===== src/verilog/ledgame_pkg.sv =====
/*
 * Types and constants for the LED matrix game. Row 7 is the top row and
 * bit 7 of a row is the leftmost column. The background pattern is fixed.
 */
package ledgame_pkg;

	typedef logic [7:0]  row_t;
	typedef logic [63:0] field_t;
	typedef logic [2:0]  row_idx_t;
	typedef logic [3:0]  intensity_t;
	typedef logic [15:0] period_t;
	typedef logic [15:0] max_word_t;

	// Encoding is visible in status register bits 1:0
	typedef enum logic [1:0] {
		game_idle    = 2'd0,
		game_falling = 2'd1,
		game_landed  = 2'd2
	} game_state_t;

	// Row r lives in bits r*8+7 .. r*8 and only row 4 is lit
	localparam field_t background_field = 64'h0000_00CC_0000_0000;

	localparam row_idx_t piece_start_col = 3'd4;

	// MAX7219 control register addresses
	// Digit k uses address k
	localparam logic [7:0] max_addr_decode       = 8'h09;
	localparam logic [7:0] max_addr_intensity    = 8'h0A;
	localparam logic [7:0] max_addr_scan_limit   = 8'h0B;
	localparam logic [7:0] max_addr_shutdown     = 8'h0C;
	localparam logic [7:0] max_addr_display_test = 8'h0F;

endpackage

===== src/verilog/ledgame_top.sv =====
/*
 * Falling-piece game on an 8x8 matrix through a MAX7219.
 * Buttons are active low and asynchronous to clock_50.
 */
`timescale 1ns/1ps

module ledgame_top import ledgame_pkg::*; #(
	parameter int      debounce_cycles = 1000,
	parameter int      clk_div         = 4,
	parameter period_t default_period  = 16'd50000
) (
	input  logic        clock_50,
	input  logic        rst_n,
	input  logic        start_button_n,
	input  logic        left_button_n,
	input  logic        right_button_n,
	input  logic        wb_cyc,
	input  logic        wb_stb,
	input  logic        wb_we,
	input  logic [1:0]  wb_adr,
	input  logic [15:0] wb_dat_w,
	output logic [15:0] wb_dat_r,
	output logic        wb_ack,
	output logic        max_din,
	output logic        max_ncs,
	output logic        max_clk
);

	logic        start_press;
	logic        left_press;
	logic        right_press;
	intensity_t  intensity;
	period_t     drop_period;
	field_t      field;
	game_state_t state;
	row_idx_t    piece_row;
	row_idx_t    piece_col;

	//##########################################################################
	// Buttons
	//##########################################################################
	button_debounce #(.debounce_cycles(debounce_cycles)) start_db_i (
		.clock_50 (clock_50),
		.rst_n    (rst_n),
		.button_n (start_button_n),
		.press    (start_press)
	);

	button_debounce #(.debounce_cycles(debounce_cycles)) left_db_i (
		.clock_50 (clock_50),
		.rst_n    (rst_n),
		.button_n (left_button_n),
		.press    (left_press)
	);

	button_debounce #(.debounce_cycles(debounce_cycles)) right_db_i (
		.clock_50 (clock_50),
		.rst_n    (rst_n),
		.button_n (right_button_n),
		.press    (right_press)
	);

	//##########################################################################
	// Configuration and game
	//##########################################################################
	game_cfg_regs #(.default_period(default_period)) cfg_i (
		.clock_50    (clock_50),
		.rst_n       (rst_n),
		.wb_cyc      (wb_cyc),
		.wb_stb      (wb_stb),
		.wb_we       (wb_we),
		.wb_adr      (wb_adr),
		.wb_dat_w    (wb_dat_w),
		.wb_dat_r    (wb_dat_r),
		.wb_ack      (wb_ack),
		.state       (state),
		.piece_row   (piece_row),
		.piece_col   (piece_col),
		.intensity   (intensity),
		.drop_period (drop_period)
	);

	piece_field game_i (
		.clock_50    (clock_50),
		.rst_n       (rst_n),
		.start_press (start_press),
		.left_press  (left_press),
		.right_press (right_press),
		.drop_period (drop_period),
		.field       (field),
		.state       (state),
		.piece_row   (piece_row),
		.piece_col   (piece_col)
	);

	// Display side
	max7219_driver #(.clk_div(clk_div)) driver_i (
		.clock_50  (clock_50),
		.rst_n     (rst_n),
		.field     (field),
		.intensity (intensity),
		.max_din   (max_din),
		.max_ncs   (max_ncs),
		.max_clk   (max_clk)
	);

endmodule


===== src/verilog/max7219_driver.sv =====
/*
 * MAX7219 serial driver that sends five init words and then loops over digits 1..8 and intensity.
 * max_clk half period is clk_div clocks and data changes while max_clk is low.
 */
`timescale 1ns/1ps

module max7219_driver import ledgame_pkg::*; #(
	parameter int clk_div = 4
) (
	input  logic       clock_50,
	input  logic       rst_n,
	input  field_t     field,
	input  intensity_t intensity,
	output logic       max_din,
	output logic       max_ncs,
	output logic       max_clk
);

	localparam int div_w = (clk_div > 1) ? $clog2(clk_div) : 1;

	typedef enum logic {
		drv_gap,
		drv_shift
	} drv_state_t;

	drv_state_t       drv_state;
	logic [div_w-1:0] div_cnt;
	logic             tick;
	logic             gap_half;
	logic [3:0]       bit_cnt;
	logic [3:0]       seq_idx;
	logic [3:0]       digit_k;
	row_idx_t         digit_col;
	max_word_t        next_word;
	max_word_t        shift_q;
	logic             load;
	logic             shift;

	// Digit data is one column with row 0 in the MSB
	function automatic row_t column_of(field_t f, row_idx_t col);
		row_t d;
		for (int r = 0; r < 8; r++) begin
			d[7 - r] = f[r * 8 + int'(col)];
		end
		return d;
	endfunction

	//##########################################################################
	// Word sequence
	//##########################################################################
	// seq_idx 0..4 init, 5..12 digits 1..8, 13 intensity
	assign digit_k   = seq_idx - 4'd4;
	assign digit_col = row_idx_t'(4'd12 - seq_idx);

	always_comb begin
		case (seq_idx)
			4'd0:        next_word = {max_addr_shutdown, 8'h01};
			4'd1:        next_word = {max_addr_scan_limit, 8'h07};
			4'd2:        next_word = {max_addr_decode, 8'h00};
			4'd3:        next_word = {max_addr_display_test, 8'h00};
			4'd4, 4'd13: next_word = {max_addr_intensity, 4'h0, intensity};
			default:     next_word = {4'h0, digit_k, column_of(field, digit_col)};
		endcase
	end

	//##########################################################################
	// Serial timing
	//##########################################################################
	assign tick  = (div_cnt == div_w'(clk_div - 1));
	assign load  = tick && (drv_state == drv_gap) && gap_half;
	assign shift = tick && (drv_state == drv_shift) && max_clk && (bit_cnt != 4'd0);

	always_ff @(posedge clock_50 or negedge rst_n) begin
		if (!rst_n) begin
			drv_state <= drv_gap;
			div_cnt   <= '0;
			gap_half  <= 1'b0;
			bit_cnt   <= 4'd0;
			seq_idx   <= 4'd0;
			max_ncs   <= 1'b1;
			max_clk   <= 1'b0;
			max_din   <= 1'b0;
		end else begin
			div_cnt <= tick ? '0 : div_cnt + 1'b1;
			if (tick) begin
				case (drv_state)
					drv_gap: begin
						gap_half <= !gap_half;
						if (gap_half) begin
							// Field is sampled at the start of a frame
							max_ncs   <= 1'b0;
							max_din   <= next_word[15];
							bit_cnt   <= 4'd15;
							seq_idx   <= (seq_idx == 4'd13) ? 4'd5 : seq_idx + 4'd1;
							drv_state <= drv_shift;
						end
					end
					drv_shift: begin
						max_clk <= !max_clk;
						if (max_clk) begin
							if (bit_cnt == 4'd0) begin
								// Rising ncs latches the word
								max_ncs   <= 1'b1;
								max_din   <= 1'b0;
								drv_state <= drv_gap;
							end else begin
								max_din <= shift_q[15];
								bit_cnt <= bit_cnt - 4'd1;
							end
						end
					end
					default: drv_state <= drv_gap;
				endcase
			end
		end
	end

	// Remaining bits with the MSB next
	always_ff @(posedge clock_50) begin
		if (load) begin
			shift_q <= {next_word[14:0], 1'b0};
		end else if (shift) begin
			shift_q <= {shift_q[14:0], 1'b0};
		end
	end

endmodule


===== src/verilog/piece_field.sv =====
/*
 * One-pixel falling piece. Start restarts from any state; left and right
 * are ignored outside falling. Field is the background OR the piece bit.
 */
`timescale 1ns/1ps

module piece_field import ledgame_pkg::*; (
	input  logic        clock_50,
	input  logic        rst_n,
	input  logic        start_press,
	input  logic        left_press,
	input  logic        right_press,
	input  period_t     drop_period,
	output field_t      field,
	output game_state_t state,
	output row_idx_t    piece_row,
	output row_idx_t    piece_col
);

	period_t timer;
	logic    drop_tick;

	// Timer runs 1 .. drop_period with one tick per period
	assign drop_tick = (state == game_falling) && (timer >= drop_period);

	//##########################################################################
	// Game FSM and piece position
	//##########################################################################
	always_ff @(posedge clock_50 or negedge rst_n) begin
		if (!rst_n) begin
			state     <= game_idle;
			piece_row <= 3'd7;
			piece_col <= piece_start_col;
			timer     <= period_t'(1);
		end else if (start_press) begin
			state     <= game_falling;
			piece_row <= 3'd7;
			piece_col <= piece_start_col;
			timer     <= period_t'(1);
		end else if (state == game_falling) begin
			// Left has priority if both arrive together
			if (left_press && piece_col != 3'd7) begin
				piece_col <= piece_col + 3'd1;
			end else if (right_press && piece_col != 3'd0) begin
				piece_col <= piece_col - 3'd1;
			end

			if (drop_tick) begin
				timer <= period_t'(1);
				if (piece_row == 3'd0) begin
					state <= game_landed;
				end else begin
					piece_row <= piece_row - 3'd1;
				end
			end else begin
				timer <= timer + period_t'(1);
			end
		end
	end

	//##########################################################################
	// Displayed field
	//##########################################################################
	always_comb begin
		field = background_field;
		// Bit index is row*8 + column
		if (state != game_idle) begin
			field[{piece_row, piece_col}] = 1'b1;
		end
	end

endmodule


===== src/verilog/game_cfg_regs.sv =====
/*
 * Wishbone classic slave that acks one cycle after a request and never twice in a row.
 * Address 0 intensity, 1 drop period (0 stored as 1), 2 read-only status.
 */
`timescale 1ns/1ps

module game_cfg_regs import ledgame_pkg::*; #(
	parameter period_t default_period = 16'd50000
) (
	input  logic        clock_50,
	input  logic        rst_n,
	input  logic        wb_cyc,
	input  logic        wb_stb,
	input  logic        wb_we,
	input  logic [1:0]  wb_adr,
	input  logic [15:0] wb_dat_w,
	output logic [15:0] wb_dat_r,
	output logic        wb_ack,
	input  game_state_t state,
	input  row_idx_t    piece_row,
	input  row_idx_t    piece_col,
	output intensity_t  intensity,
	output period_t     drop_period
);

	logic req;

	// New request only while no ack is pending
	assign req = wb_cyc && wb_stb && !wb_ack;

	always_ff @(posedge clock_50 or negedge rst_n) begin
		if (!rst_n) begin
			wb_ack      <= 1'b0;
			intensity   <= 4'hA;
			drop_period <= default_period;
		end else begin
			wb_ack <= req;
			if (req && wb_we) begin
				case (wb_adr)
					2'd0: intensity <= wb_dat_w[3:0];
					2'd1: drop_period <= (wb_dat_w == '0) ? period_t'(1) : wb_dat_w;
					default: ;
				endcase
			end
		end
	end

	// Master holds wb_adr, so data stays valid through the ack cycle
	always_comb begin
		case (wb_adr)
			2'd0:    wb_dat_r = {12'h000, intensity};
			2'd1:    wb_dat_r = drop_period;
			2'd2:    wb_dat_r = {5'd0, piece_col, 1'b0, piece_row, 2'b00, state};
			default: wb_dat_r = '0;
		endcase
	end

endmodule


===== src/verilog/button_debounce.sv =====
/*
 * Active-low button in, one press pulse out, debounce_cycles + 2 clocks
 * after the pin settles low. The pin must stay high debounce_cycles to re-arm.
 */
`timescale 1ns/1ps

module button_debounce #(
	parameter int debounce_cycles = 1000
) (
	input  logic clock_50,
	input  logic rst_n,
	input  logic button_n,
	output logic press
);

	localparam int cnt_w = $clog2(debounce_cycles) + 1;

	logic [1:0]       sync_q;
	logic             stable;
	logic [cnt_w-1:0] count;

	always_ff @(posedge clock_50 or negedge rst_n) begin
		if (!rst_n) begin
			sync_q <= 2'b11;
			stable <= 1'b1;
			count  <= '0;
			press  <= 1'b0;
		end else begin
			sync_q <= {sync_q[0], button_n};
			press  <= 1'b0;
			if (sync_q[1] == stable) begin
				count <= '0;
			end else if (count == cnt_w'(debounce_cycles - 1)) begin
				// Level held long enough to be accepted
				stable <= sync_q[1];
				count  <= '0;
				press  <= stable;
			end else begin
				count <= count + 1'b1;
			end
		end
	end

endmodule


===== config.mk =====
export PLATFORM = sky130hd
export DESIGN_NAME = ledgame_top
export DESIGN_NICKNAME = d
export VERILOG_FILES = /design/src/verilog/ledgame_pkg.sv /design/src/verilog/ledgame_top.sv /design/src/verilog/max7219_driver.sv /design/src/verilog/piece_field.sv /design/src/verilog/game_cfg_regs.sv /design/src/verilog/button_debounce.sv
export SDC_FILE = /design/constraint.sdc
export NUM_CORES = 1
export LEC_CHECK = 0
export BUFFER_PORTS_ARGS = -buffer_cell sky130_fd_sc_hd__buf_4
export CAP_MARGIN = 20
export CORE_ASPECT_RATIO = 0.9
export CORE_MARGIN = 3
export CORE_UTILIZATION = 25
export CTS_CLUSTER_SIZE = 12
export DETAILED_ROUTE_END_ITERATION = 12
export GPL_TIMING_DRIVEN = 0
export PLACE_DENSITY_LB_ADDON = 0.25
export SLEW_MARGIN = 25
export SYNTH_ARGS = -nofsm -noshare
export SYNTH_HDL_FRONTEND = slang
export SYNTH_SLANG_ARGS = --single-unit

===== constraint.sdc =====
create_clock -name clock_50 -period 2.65 [get_ports clock_50]
set_input_delay 0.53 -clock clock_50 [delete_from_list [all_inputs] [get_ports clock_50]]
set_output_delay 0.53 -clock clock_50 [all_outputs]
set_load 0.05 [all_outputs]

==> impl_table.tex, run 1 <==
\begin{tabular}{lr}
\hline
Metric & Value \\
\hline
\multicolumn{2}{l}{\textbf{Outcome}} \\
Result of the run & completed \\
\multicolumn{2}{l}{\textbf{Routing}} \\
Wire length reported by the detailed router & 13700 um \\
ANT nets after route & 0 \\
Detailed-route vias per instance & approximately 4.5 \\
Number of DRC violations after detailed-routing iteration 0 & 248 \\
Average wire length per cell after detail routing & 13.6 um \\
Vias & between 4000 and 5000 \\
Remaining routing DRC violations & 0 \\
Total iterations of the first detailed-routing run & 4 \\
\multicolumn{2}{l}{\textbf{Power}} \\
Switch share & 27.0\% \\
Sw power & 1250 uW \\
Maximum vdd ir drop & 0.414 mV \\
Relative contribution of combinational cells to total power & between 10\% and 20\% \\
Share of total power in sequential cells & 44.2\% \\
Leakage power & 0.00317 uW \\
Power, Total & 4640 uW \\
Cell internal pwr & 3380 uW \\
Clock share of power & 45.2\% \\
Power per standard cell area & 617 nW/um\^{}2 \\
\multicolumn{2}{l}{\textbf{Place}} \\
Total placed cells including tap cells & 973 \\
DP Wirelength & 9840 um \\
Global placer's final weighted congestion & 0.765 \\
Placed cell area & 6980 sq um \\
IO Port Bufs & 44 \\
\multicolumn{2}{l}{\textbf{Timing}} \\
Share of the clock period used by the worst path & 90.1\% \\
Fin crit period & 2.39 ns \\
Tightest hold margin & 0.0540 ns \\
Unrepaired setup endpoints after global routing & false \\
Final Slew Violations & 0 \\
Max transition margin & 61.5\% \\
Setup-violating endpoint count in the final report & 0 \\
Max Freq & roughly 420 MHz \\
Worst clock skew on the final layout & 0.00938 ns \\
Measured slew at the worst slew-check pin & 0.577 ns \\
Final hold violations & 0 \\
\multicolumn{2}{l}{\textbf{Floorplan}} \\
Core area & 24300 sq um \\
Initial Utilization & between 20\% and 30\% \\
Vertical die dimension & 156 um \\
Die boundary width & 172 um \\
Total Die Area & 26800 sq um \\
Number of placement rows & 54 \\
Ports & 46 \\
\multicolumn{2}{l}{\textbf{Global route}} \\
Maximum number of pins on one net before global-route repair & 56 \\
First-pass GRT wire length & 23200 um \\
Number of antenna violations at the first check in global routing & 0 \\
GRT Resource Usage Total & 10.9\% \\
Aggregate global routing overflow & 0 \\
Number of global-route vias before repair & 4460 \\
\multicolumn{2}{l}{\textbf{Clocking}} \\
Number of buffers created by CTS & 17 \\
H-tree lvl count & 4 \\
Hold-fix buffers at CTS & 0 \\
Clock edge transition at the registers on the reported setup and hold paths & roughly 0.06 ns \\
Maximum root-to-sink buffer count & 2 \\
CTS tree & built \\
Root cell of the clock tree & sky130\_fd\_sc\_hd\_\_clkbuf\_16 \\
Setup bufs post-CTS & 0 \\
Skew-Pair Late Insertion Delay & approximately 0.4 ns \\
\# resized after CTS & 0 \\
Clock sink count & 120 \\
\multicolumn{2}{l}{\textbf{Worst setup path}} \\
Largest stage delay on the critical path & $\sim$0.48 ns \\
CP max FO & 7 \\
Critical path data arrival time & 2.66 ns \\
Library cell contributing the largest single delay on the critical path & sky130\_fd\_sc\_hd\_\_dfrtp\_1 \\
Worst reg2reg endpoint & driver\_i.shift\_q[2] \\
Critical path cell sequence & inv\_1 > ha\_1 > o21ai\_0 > nand3\_1 > nor3\_2 > nand4\_1 > a21oi\_1 \\
Critical path data required time & about 2.9 ns \\
Worst Reg-to-Reg Cells & 7 \\
CP Class & reg2reg \\
Setup slack, reg-to-reg & 0.26 ns \\
Top Family by Delay on Critical Path & simple AND/OR/NAND/NOR gates \\
Buffers plus inverters on the worst setup path & 1 \\
Sort of element at the start of the critical path & flop \\
Setup crit end kind & flop \\
Source of the worst register-to-register timing path & driver\_i.seq\_idx[0] \\
\multicolumn{2}{l}{\textbf{Synth}} \\
Register bit total from synthesis & 120 \\
Yosys warning total & 0 \\
Number of enable flip-flop cells after synthesis & 15 \\
Synth cell types & 59 \\
Most common flop cell mapped by yosys & sky130\_fd\_sc\_hd\_\_dfrtp\_1 \\
Avg Cell Area, Syn & between 10 and 15 sq um \\
Sequential fraction of the synthesis area & 50.0\% \\
Count of mapped cells out of synthesis & 619 \\
FFs w/ async S/R, synth & between 80\% and 90\% \\
Total standard cell area after synthesis & 6210 sq um \\
Post-Synthesis Net Count & around 680 \\
\multicolumn{2}{l}{\textbf{Final layout}} \\
Count of filler cells inserted in the layout & 2491 \\
Sequential standard cell area & between 3000 and 4000 sq um \\
Multi-input gate area & 2890 sq um \\
Number of standard cells in the final layout excluding fillers & 1005 \\
Fraction of final layout cells sized beyond drive strength 1 & 20.9\% \\
Syn-to-layout area delta & 21.0\% \\
Final standard cell area without fillers & 7520 sq um \\
Fin nets & between 700 and 800 \\
N\_diodes & 0 \\
\multicolumn{2}{l}{\textbf{Flow run}} \\
Number of violations of the max-capacitance limit & 0 \\
\multicolumn{2}{l}{\textbf{Worst hold path}} \\
Class of the tightest hold or removal check & in2async \\
\hline
\end{tabular}
-- metrics by stage --
stage               utilization, %  setup WS, ns  setup TNS, ns
floorplan                        -         0.196              0
finish                        30.9         0.262              0
CTS                           30.9         0.269              0
global route                  30.9        0.0105              0
detailed placement            28.7         0.285              0
global placement              28.5        -0.325          -5.07
-- logic make-up (layout without fill, tap and decap cells) --
kind of cell / count (synthesis) / in the layout / synth area share [%]
XOR/XNOR: 47 / 47 / 6.85
AND/OR/NAND/NOR: 251 / 251 / 19.9
AO/OA/AOI/OAI: 103 / 103 / 11.2
buffers and inverters: 55 / 133 / 3.58
flip-flops: 120 / 120 / 50.0
multiplexers: 11 / 11 / 1.91
adder cells (fa/ha/maj): 32 / 32 / 6.56
-- per-layer routing --
layer  vias up  global-route usage [%]  routed length (um)
li1       2284                       -                   -
met1      2144                    16.0                7230
met2        64                    15.4                5720
met3        12                    3.09                 556
met4         0                    3.65                 174
met5         -                       0                   0
-- synthesized netlist by cell type, drive strengths merged, types with 4 or more instances --
library cell,instances,area [sq um]
inv,37,139
a22o,7,61.3
and3,4,25.0
nor2,78,320
or3,8,50.1
ha,31,388
nor4,9,71.3
o21ai,40,200
xnor2,23,201
nor3,13,70.1
a21oi,25,140
buf,8,46.3
nand4,14,93.8
or2,6,37.5
nand3,29,145
mux2,7,78.8
clkbuf,10,37.5
and2,10,63.8
mux2i,4,40.0
a31oi,4,25.0
xor2,23,201
edfxtp,15,450
dfstp,23,604
nor3b,4,30.0
nand2,65,244
dfrtp,82,2050
nand2b,4,32.5
-- placed cells by master, fill, tap and decap left out, drive strengths merged, types with 4 or more instances in the layout --
| master | n |
|---|---|
| dfrtp | 82 |
| nor2 | 78 |
| nand2 | 65 |
| buf | 54 |
| o21ai | 40 |
| inv | 38 |
| ha | 31 |
| nand3 | 29 |
| clkbuf | 28 |
| a21oi | 25 |
| xnor2 | 23 |
| xor2 | 23 |
| dfstp | 23 |
| edfxtp | 15 |
| nand4 | 14 |
| nor3 | 13 |
| and2 | 10 |
| nor4 | 9 |
| clkinv | 9 |
| or3 | 8 |
| a22o | 7 |
| mux2 | 7 |
| or2 | 6 |
| mux2i | 4 |
| a31oi | 4 |
| and3 | 4 |
| nor3b | 4 |
| clkinvlp | 4 |
| nand2b | 4 |
-- power groups by stage --
stage | logic, uW | registers, uW | clock network [uW]
4_1_cts | 497 | 2050 | 2170
6_report | 487 | 2050 | 2100
5_1_grt | 548 | 2060 | 2260
3_3_place_gp | 484 | 2080 | 0
2_1_floorplan | 322 | 2060 | 0
3_5_place_dp | 496 | 2080 | 0
-- how the worst max path moves through the flow --
stage	startpoint	end	cells after the start
finish	driver_i.seq_idx[0]	driver_i.shift_q[2]	7
detailed placement	driver_i.seq_idx[0]	driver_i.shift_q[2]	7
CTS	driver_i.seq_idx[0]	driver_i.shift_q[2]	7
floorplan	driver_i.max_clk	driver_i.shift_q[10]	2
global placement	driver_i.bit_cnt[0]	driver_i.shift_q[2]	4
global route	driver_i.seq_idx[0]	driver_i.shift_q[2]	7
-- area by class of cell --
class	count	share of cell area, %
flip-flops and latches	120	41.3
multi-input cells	444	38.4
clock buffers	18	5.84
well taps	308	5.13
repair buffers	46	4.96
inverters	37	1.85
clock inverters	14	1.36
plain buffers	18	1.11
-- flip-flops by register name, indices dropped and copies added (netlist names), 2 cells and up --
register           flops
game_i.state           2
driver_i.seq_idx       4
game_i.piece_row       3
game_i.piece_col       3
left_db_i.count       11
start_db_i.sync_q      2
start_db_i.count      11
right_db_i.count      11
driver_i.bit_cnt       4
driver_i.div_cnt       2
game_i.timer          16
left_db_i.sync_q       2
driver_i.shift_q      15
right_db_i.sync_q      2
cfg_i.drop_period     16
cfg_i.intensity        4
No activity file was read; power rests on OpenSTA's default activity.
==> run 2, diff against run 1 <==
--- a/config.mk
+++ b/config.mk
@@ -9,7 +9,7 @@
 export CAP_MARGIN = 20
 export CORE_ASPECT_RATIO = 0.9
 export CORE_MARGIN = 3
-export CORE_UTILIZATION = 25
+export CORE_UTILIZATION = 50
 export CTS_CLUSTER_SIZE = 12
 export DETAILED_ROUTE_END_ITERATION = 12
 export GPL_TIMING_DRIVEN = 0
==> run 2 against run 1 <==
  * Cell count down 15%
  * Total power up 7.1%
  * Routed wire length down 0.22%
  * Clock power up 15%
  * Sequential power about the same
  * Register-to-register slack worse by 0.11 ns
  * Combinational power up 2%
  * Maximum frequency down 4.4%
  * Critical path type unchanged
==> impl_table.tex, run 2 (synthesis gave the netlist of run 1 again) <==
\begin{tabular}{lr}
\hline
Metric & Value \\
\hline
\multicolumn{2}{l}{\textbf{Floorplan}} \\
Vertical die dimension & 112 um (was 156 um) \\
Number of placement rows & 37 (was 54) \\
Die boundary width & 124 um (was 172 um) \\
Initial Utilization & 52.9\% (was 25.6\%) \\
Core area & 11800 sq um (was 24300 sq um) \\
Total Die Area & 13800 sq um (was 26800 sq um) \\
Ports & 46 (unchanged) \\
\multicolumn{2}{l}{\textbf{Routing}} \\
Wire length reported by the detailed router & 13700 um (about the same) \\
Remaining routing DRC violations & 0 (unchanged) \\
ANT nets after route & 0 (unchanged) \\
Average wire length per cell after detail routing & 16.0 um (was 13.6 um) \\
Vias & 4746 (was 4504) \\
Detailed-route vias per instance & 5.57 (was 4.48) \\
Number of DRC violations after detailed-routing iteration 0 & 519 (was 248) \\
Total iterations of the first detailed-routing run & 5 (was 4) \\
\multicolumn{2}{l}{\textbf{Global route}} \\
Aggregate global routing overflow & 0 (unchanged) \\
First-pass GRT wire length & 22700 um (was 23200 um) \\
GRT Resource Usage Total & 20.7\% (was 10.9\%) \\
Number of global-route vias before repair & 4679 (was 4460) \\
Maximum number of pins on one net before global-route repair & 106 (was 56) \\
Number of antenna violations at the first check in global routing & 0 (unchanged) \\
\multicolumn{2}{l}{\textbf{Final layout}} \\
Fraction of final layout cells sized beyond drive strength 1 & 20.8\% (was 20.9\%) \\
Sequential standard cell area & 3110 sq um (unchanged) \\
Most common cell after layout, fill and taps aside & sky130\_fd\_sc\_hd\_\_dfrtp\_1 (unchanged) \\
Fin nets & 741 (was 742) \\
Registers with the highest flip-flop counts & cfg\_i.drop\_period x16, game\_i.timer x16, driver\_i.shift\_q x15 (unchanged) \\
Highest-count cells in the layout ignoring fill and taps & sky130\_fd\_sc\_hd\_\_dfrtp\_1 (82), sky130\_fd\_sc\_hd\_\_nor2\_1 (67), sky130\_fd\_sc\_hd\_\_nand2\_1 (65) (unchanged) \\
N\_diodes & 0 (unchanged) \\
Count of filler cells inserted in the layout & 922 (was 2491) \\
Multi-input gate area & 2890 sq um (unchanged) \\
Number of standard cells in the final layout excluding fillers & 852 (was 1005) \\
Syn-to-layout area delta & 18.8\% (was 21.0\%) \\
\multicolumn{2}{l}{\textbf{Worst setup path}} \\
CP Class & reg2reg (unchanged) \\
Worst Reg-to-Reg Cells & 7 (unchanged) \\
CP max FO & 7 (unchanged) \\
Sort of element at the start of the critical path & flop (unchanged) \\
Critical path data required time & 2.92 ns (about the same) \\
Critical path data arrival time & 2.77 ns (was 2.66 ns) \\
Setup crit end kind & flop (unchanged) \\
\multicolumn{2}{l}{\textbf{Clocking}} \\
Maximum root-to-sink buffer count & 2 (unchanged) \\
Clock sink count & 120 (unchanged) \\
CTS tree & built (unchanged) \\
Clock edge transition at the registers on the reported setup and hold paths & 0.06 ns (about the same) \\
H-tree lvl count & 4 (unchanged) \\
Skew-Pair Late Insertion Delay & 0.42 ns (was 0.41 ns) \\
Number of buffers created by CTS & 17 (unchanged) \\
Root cell of the clock tree & sky130\_fd\_sc\_hd\_\_clkbuf\_16 (unchanged) \\
\# resized after CTS & 0 (unchanged) \\
Setup bufs post-CTS & 0 (unchanged) \\
Hold-fix buffers at CTS & 0 (unchanged) \\
\multicolumn{2}{l}{\textbf{Flow run}} \\
Number of violations of the max-capacitance limit & 0 (unchanged) \\
\multicolumn{2}{l}{\textbf{Timing}} \\
Share of the clock period used by the worst path & 94.2\% (was 90.1\%) \\
Summed negative setup slack over all endpoints & 0 ns (unchanged) \\
Max Freq & 400 MHz (was 419 MHz) \\
Fin crit period & 2.50 ns (was 2.39 ns) \\
Setup-violating endpoint count in the final report & 0 (unchanged) \\
Max transition margin & 44.5\% (was 61.5\%) \\
Final hold violations & 0 (unchanged) \\
Final Slew Violations & 0 (unchanged) \\
Measured slew at the worst slew-check pin & 0.833 ns (was 0.577 ns) \\
Unrepaired setup endpoints after global routing & false (unchanged) \\
Worst clock skew on the final layout & 0.00906 ns (was 0.00938 ns) \\
\multicolumn{2}{l}{\textbf{Place}} \\
DP Wirelength & 9810 um (was 9840 um) \\
Total placed cells including tap cells & 820 (was 973) \\
IO Port Bufs & 44 (unchanged) \\
Global placer's final weighted congestion & 0.923 (was 0.765) \\
\multicolumn{2}{l}{\textbf{Outcome}} \\
Result of the run & completed (unchanged) \\
\multicolumn{2}{l}{\textbf{Power}} \\
Maximum vdd ir drop & 0.463 mV (was 0.414 mV) \\
Power per standard cell area & 672 nW/um\^{}2 (was 617 nW/um\^{}2) \\
Leakage power & 0.00320 uW (was 0.00317 uW) \\
\multicolumn{2}{l}{\textbf{Worst hold path}} \\
Class of the tightest hold or removal check & in2async (unchanged) \\
\hline
\end{tabular}
-- run 2: where the power goes --
part | switching (uW) | internal (uW) | leakage [uW] | total (uW)
clock | 876 | 1540 | 0.000296 | 2410
combinational | 322 | 177 | 0.00145 | 499
sequential | 68.1 | 1980 | 0.00145 | 2050
-- run 2: final timing paths --
kind                       slack, ns                   end                start
setup / recovery                0.15   driver_i.shift_q[2]  driver_i.seq_idx[0]
hold / removal                  0.18    cfg_i.intensity[2]                rst_n
setup reg to reg                0.15   driver_i.shift_q[2]  driver_i.seq_idx[0]
hold reg to reg                 0.36   left_db_i.sync_q[1]  left_db_i.sync_q[0]
max in group asynchronous       1.86    left_db_i.count[6]                rst_n
min in group clock_50           0.22  right_db_i.sync_q[0]       right_button_n
-- run 2: cell type report --
type | instances | area share (%)
Buffer | 18 | 1.14
Clock buffer | 19 | 6.13
Clock inverter | 13 | 2.30
Inverter | 37 | 1.88
Multi-Input combinational cell | 444 | 39.1
Sequential cell | 120 | 42.1
Tap cell | 156 | 2.64
Timing Repair Buffer | 45 | 4.71
-- run 2: worst max-delay path, stage by stage (launching register included) --
cell and delay (ns):
sky130_fd_sc_hd__dfrtp_1 0.48, sky130_fd_sc_hd__inv_1 0.12, sky130_fd_sc_hd__ha_1 0.30, sky130_fd_sc_hd__o21ai_0 0.35
sky130_fd_sc_hd__nand3_1 0.30, sky130_fd_sc_hd__nor3_2 0.48, sky130_fd_sc_hd__nand4_1 0.16, sky130_fd_sc_hd__a21oi_1 0.17
-- run 2: metal layers --
layer	up-vias	share of wire, %	track usage [%]
li1	2276	-	-
met1	2328	46	28.4
met2	120	48	31.9
met3	22	4.5	5.18
met4	0	1.5	7.08
met5	-	0	0
-- run 2: per-stage QoR --
step	hold slack (ns)	utilization (%)	setup WS, ns	power, uW	cell area, sq um
after detailed placement	0.347	57.5	0.280	2580	6760
after global routing	0.209	62.8	0.00890	5130	7380
after global placement	0.348	57.3	-0.147	2560	6740
after CTS	0.212	62.8	0.280	4990	7380
after floorplan	0.234	-	0.196	2380	6210
final	0.183	62.8	0.153	4960	7380
==> run 3, diff against run 2 <==
--- a/config.mk
+++ b/config.mk
@@ -12,7 +12,7 @@
 export CORE_UTILIZATION = 50
 export CTS_CLUSTER_SIZE = 12
 export DETAILED_ROUTE_END_ITERATION = 12
-export GPL_TIMING_DRIVEN = 0
+export GPL_TIMING_DRIVEN = 1
 export PLACE_DENSITY_LB_ADDON = 0.25
 export SLEW_MARGIN = 25
 export SYNTH_ARGS = -nofsm -noshare
==> constraint.sdc (replaced) <==
create_clock -name clock_50 -period 2.8 [get_ports clock_50]
set_input_delay 0.56 -clock clock_50 [delete_from_list [all_inputs] [get_ports clock_50]]
set_output_delay 0.56 -clock clock_50 [all_outputs]
set_load 0.05 [all_outputs]
==> run 3 against run 2 <==
  * Register-to-register slack gained 0.34 ns
  * Flip-flop and latch count is the same
  * Clock skew is essentially flat
  * Design area shrank 1.7%
  * Non-clock buffer count shrank 12
  * Sequential power shrank 5%
  * Utilization shrank 1.1 points
  * Highest routed layer unchanged
==> impl_table.tex, run 3 (synthesis gave the netlist of run 1 again) <==
\begin{tabular}{lr}
\hline
Metric & Value \\
\hline
\multicolumn{2}{l}{\textbf{Clocking}} \\
Root cell of the clock tree & sky130\_fd\_sc\_hd\_\_clkbuf\_16 (unchanged) \\
CTS tree & built (unchanged) \\
\# resized after CTS & 0 (unchanged) \\
H-tree lvl count & 4 (unchanged) \\
Setup bufs post-CTS & 0 (unchanged) \\
Clock edge transition at the registers on the reported setup and hold paths & 0.05 ns (was 0.06 ns) \\
Number of buffers created by CTS & 17 (unchanged) \\
Maximum root-to-sink buffer count & 2 (unchanged) \\
Skew-Pair Late Insertion Delay & 0.41 ns (was 0.42 ns) \\
Hold-fix buffers at CTS & 0 (unchanged) \\
Clock sink count & 120 (unchanged) \\
\multicolumn{2}{l}{\textbf{Final layout}} \\
Highest-count cells in the layout ignoring fill and taps & sky130\_fd\_sc\_hd\_\_dfrtp\_1 (82), sky130\_fd\_sc\_hd\_\_nor2\_1 (67), sky130\_fd\_sc\_hd\_\_nand2\_1 (65) (unchanged) \\
N\_diodes & 0 (unchanged) \\
Syn-to-layout area delta & 16.8\% (was 18.8\%) \\
Count of filler cells inserted in the layout & 970 (was 922) \\
Final standard cell area without fillers & 7260 sq um (was 7380 sq um) \\
Fin nets & 729 (was 741) \\
Number of standard cells in the final layout excluding fillers & 839 (was 852) \\
Registers with the highest flip-flop counts & cfg\_i.drop\_period x16, game\_i.timer x16, driver\_i.shift\_q x15 (unchanged) \\
Fraction of final layout cells sized beyond drive strength 1 & 20.4\% (was 20.8\%) \\
Most common cell after layout, fill and taps aside & sky130\_fd\_sc\_hd\_\_dfrtp\_1 (unchanged) \\
\multicolumn{2}{l}{\textbf{Place}} \\
IO Port Bufs & 45 (was 44) \\
Total placed cells including tap cells & 808 (was 820) \\
Placed cell area & 6720 sq um (was 6760 sq um) \\
Global placer's final weighted congestion & 0.842 (was 0.923) \\
DP Wirelength & 9560 um (was 9810 um) \\
Post-Place Worst Slack & 0.474 ns (was 0.280 ns) \\
\multicolumn{2}{l}{\textbf{Routing}} \\
Sum of met2 wire segment lengths after detailed routing & 6090 um (was 6570 um) \\
Vias & 4659 (was 4746) \\
Wire length reported by the detailed router & 13300 um (was 13700 um) \\
Top routing layer used & met4 (unchanged) \\
Met3 WL post-DR & 664 um (was 617 um) \\
ANT nets after route & 0 (unchanged) \\
DRT met1 WL & 6370 um (was 6260 um) \\
Detailed-route vias per instance & 5.55 (was 5.57) \\
Number of DRC violations after detailed-routing iteration 0 & 465 (was 519) \\
Remaining routing DRC violations & 0 (unchanged) \\
Average wire length per cell after detail routing & 15.8 um (was 16.0 um) \\
Total iterations of the first detailed-routing run & 5 (unchanged) \\
\multicolumn{2}{l}{\textbf{Worst hold path}} \\
Class of the tightest hold or removal check & in2async (unchanged) \\
\multicolumn{2}{l}{\textbf{Timing}} \\
Setup-violating endpoint count in the final report & 0 (unchanged) \\
Unrepaired setup endpoints after global routing & false (unchanged) \\
Share of the clock period used by the worst path & 82.4\% (was 94.2\%) \\
Final hold violations & 0 (unchanged) \\
Worst clock skew on the final layout & 0.00922 ns (was 0.00906 ns) \\
Measured slew at the worst slew-check pin & 0.709 ns (was 0.833 ns) \\
Max transition margin & 52.7\% (was 44.5\%) \\
Fin crit period & 2.31 ns (was 2.50 ns) \\
Final Slew Violations & 0 (unchanged) \\
Max Freq & 433 MHz (was 400 MHz) \\
Summed negative setup slack over all endpoints & 0 ns (unchanged) \\
Smallest setup slack after layout & 0.492 ns (was 0.153 ns) \\
\multicolumn{2}{l}{\textbf{Global route}} \\
Maximum number of pins on one net before global-route repair & 47 (was 106) \\
Number of antenna violations at the first check in global routing & 0 (unchanged) \\
GRT Resource Usage Total & 20.7\% (about the same) \\
Aggregate global routing overflow & 0 (unchanged) \\
First-pass GRT wire length & 22700 um (about the same) \\
Number of global-route vias before repair & 4495 (was 4679) \\
\multicolumn{2}{l}{\textbf{Floorplan}} \\
Number of placement rows & 37 (unchanged) \\
Die boundary width & 124 um (unchanged) \\
Vertical die dimension & 112 um (unchanged) \\
Core area & 11800 sq um (unchanged) \\
Total Die Area & 13800 sq um (unchanged) \\
Ports & 46 (unchanged) \\
Initial Utilization & 52.9\% (unchanged) \\
\multicolumn{2}{l}{\textbf{Worst setup path}} \\
CP Class & reg2reg (unchanged) \\
CP max FO & 15 (was 7) \\
Critical path data arrival time & 2.58 ns (was 2.77 ns) \\
Sort of element at the start of the critical path & flop (unchanged) \\
Setup crit end kind & flop (unchanged) \\
Setup slack, reg-to-reg & 0.49 ns (was 0.15 ns) \\
Critical path data required time & 3.07 ns (was 2.92 ns) \\
\multicolumn{2}{l}{\textbf{Power}} \\
Maximum vdd ir drop & 0.444 mV (was 0.463 mV) \\
Power per standard cell area & 607 nW/um\^{}2 (was 672 nW/um\^{}2) \\
Leakage power & 0.00314 uW (was 0.00320 uW) \\
\multicolumn{2}{l}{\textbf{Outcome}} \\
Result of the run & completed (unchanged) \\
\multicolumn{2}{l}{\textbf{Flow run}} \\
Number of violations of the max-capacitance limit & 0 (unchanged) \\
\hline
\end{tabular}
==> run 3: worst paths after layout <==
kind	from	endpoint	depth (start not counted)
worst max-delay path	cfg_i.drop_period[14]	game_i.timer[3]	7
worst min-delay path	rst_n	cfg_i.drop_period[2]	1
worst max register to register	cfg_i.drop_period[14]	game_i.timer[3]	7
worst min register to register	right_db_i.sync_q[0]	right_db_i.sync_q[1]	0
max in group asynchronous	rst_n	game_i.piece_col[2]	2
min in group clock_50	start_button_n	start_db_i.sync_q[0]	1
==> run 3: report_power, final <==
part | total, uW | switching, uW | leakage, uW | internal [uW]
clock network | 1990 | 780 | 0.000255 | 1210
registers | 1940 | 63.7 | 0.00145 | 1880
logic | 475 | 305 | 0.00144 | 170
total | 4410 | 1150 | 0.00314 | 3260
==> run 3: worst max-delay path, stage by stage (launching register included) <==
cell                      delay [ns]
sky130_fd_sc_hd__dfstp_2        0.53
sky130_fd_sc_hd__inv_1          0.05
sky130_fd_sc_hd__ha_1           0.30
sky130_fd_sc_hd__nand4_2        0.16
sky130_fd_sc_hd__nor4_4         0.35
sky130_fd_sc_hd__a32oi_4        0.19
sky130_fd_sc_hd__a21oi_4        0.48
sky130_fd_sc_hd__nor2_1         0.10
==> run 3: routing by layer <==
layer  track usage [%]  vias up
met5                 0        -
met4              5.76        0
met3              5.38       15
met2              30.7      108
met1              30.1     2292
li1                  -     2244
==> run 3: area by class of cell <==
| type | count | area, sq um | area share, % |
|---|---|---|---|
| Sequential cell | 120 | 3110 | 42.8 |
| Inverter | 37 | 139 | 1.91 |
| Clock inverter | 12 | 106 | 1.46 |
| Timing Repair Buffer | 51 | 395 | 5.45 |
| Tap cell | 156 | 195 | 2.69 |
| Clock buffer | 19 | 433 | 5.96 |
| Multi-Input combinational cell | 444 | 2890 | 39.7 |
==> run 3: per-stage QoR <==
| stage | util (%) | power [uW] | hold WS [ns] |
|---|---|---|---|
| 2_1_floorplan | - | 2250 | 0.264 |
| 3_3_place_gp | 57.2 | 2430 | 0.348 |
| 3_5_place_dp | 57.2 | 2450 | 0.348 |
| 4_1_cts | 61.7 | 4440 | 0.175 |
| 5_1_grt | 61.7 | 4580 | 0.189 |
| 6_report | 61.7 | 4410 | 0.147 |
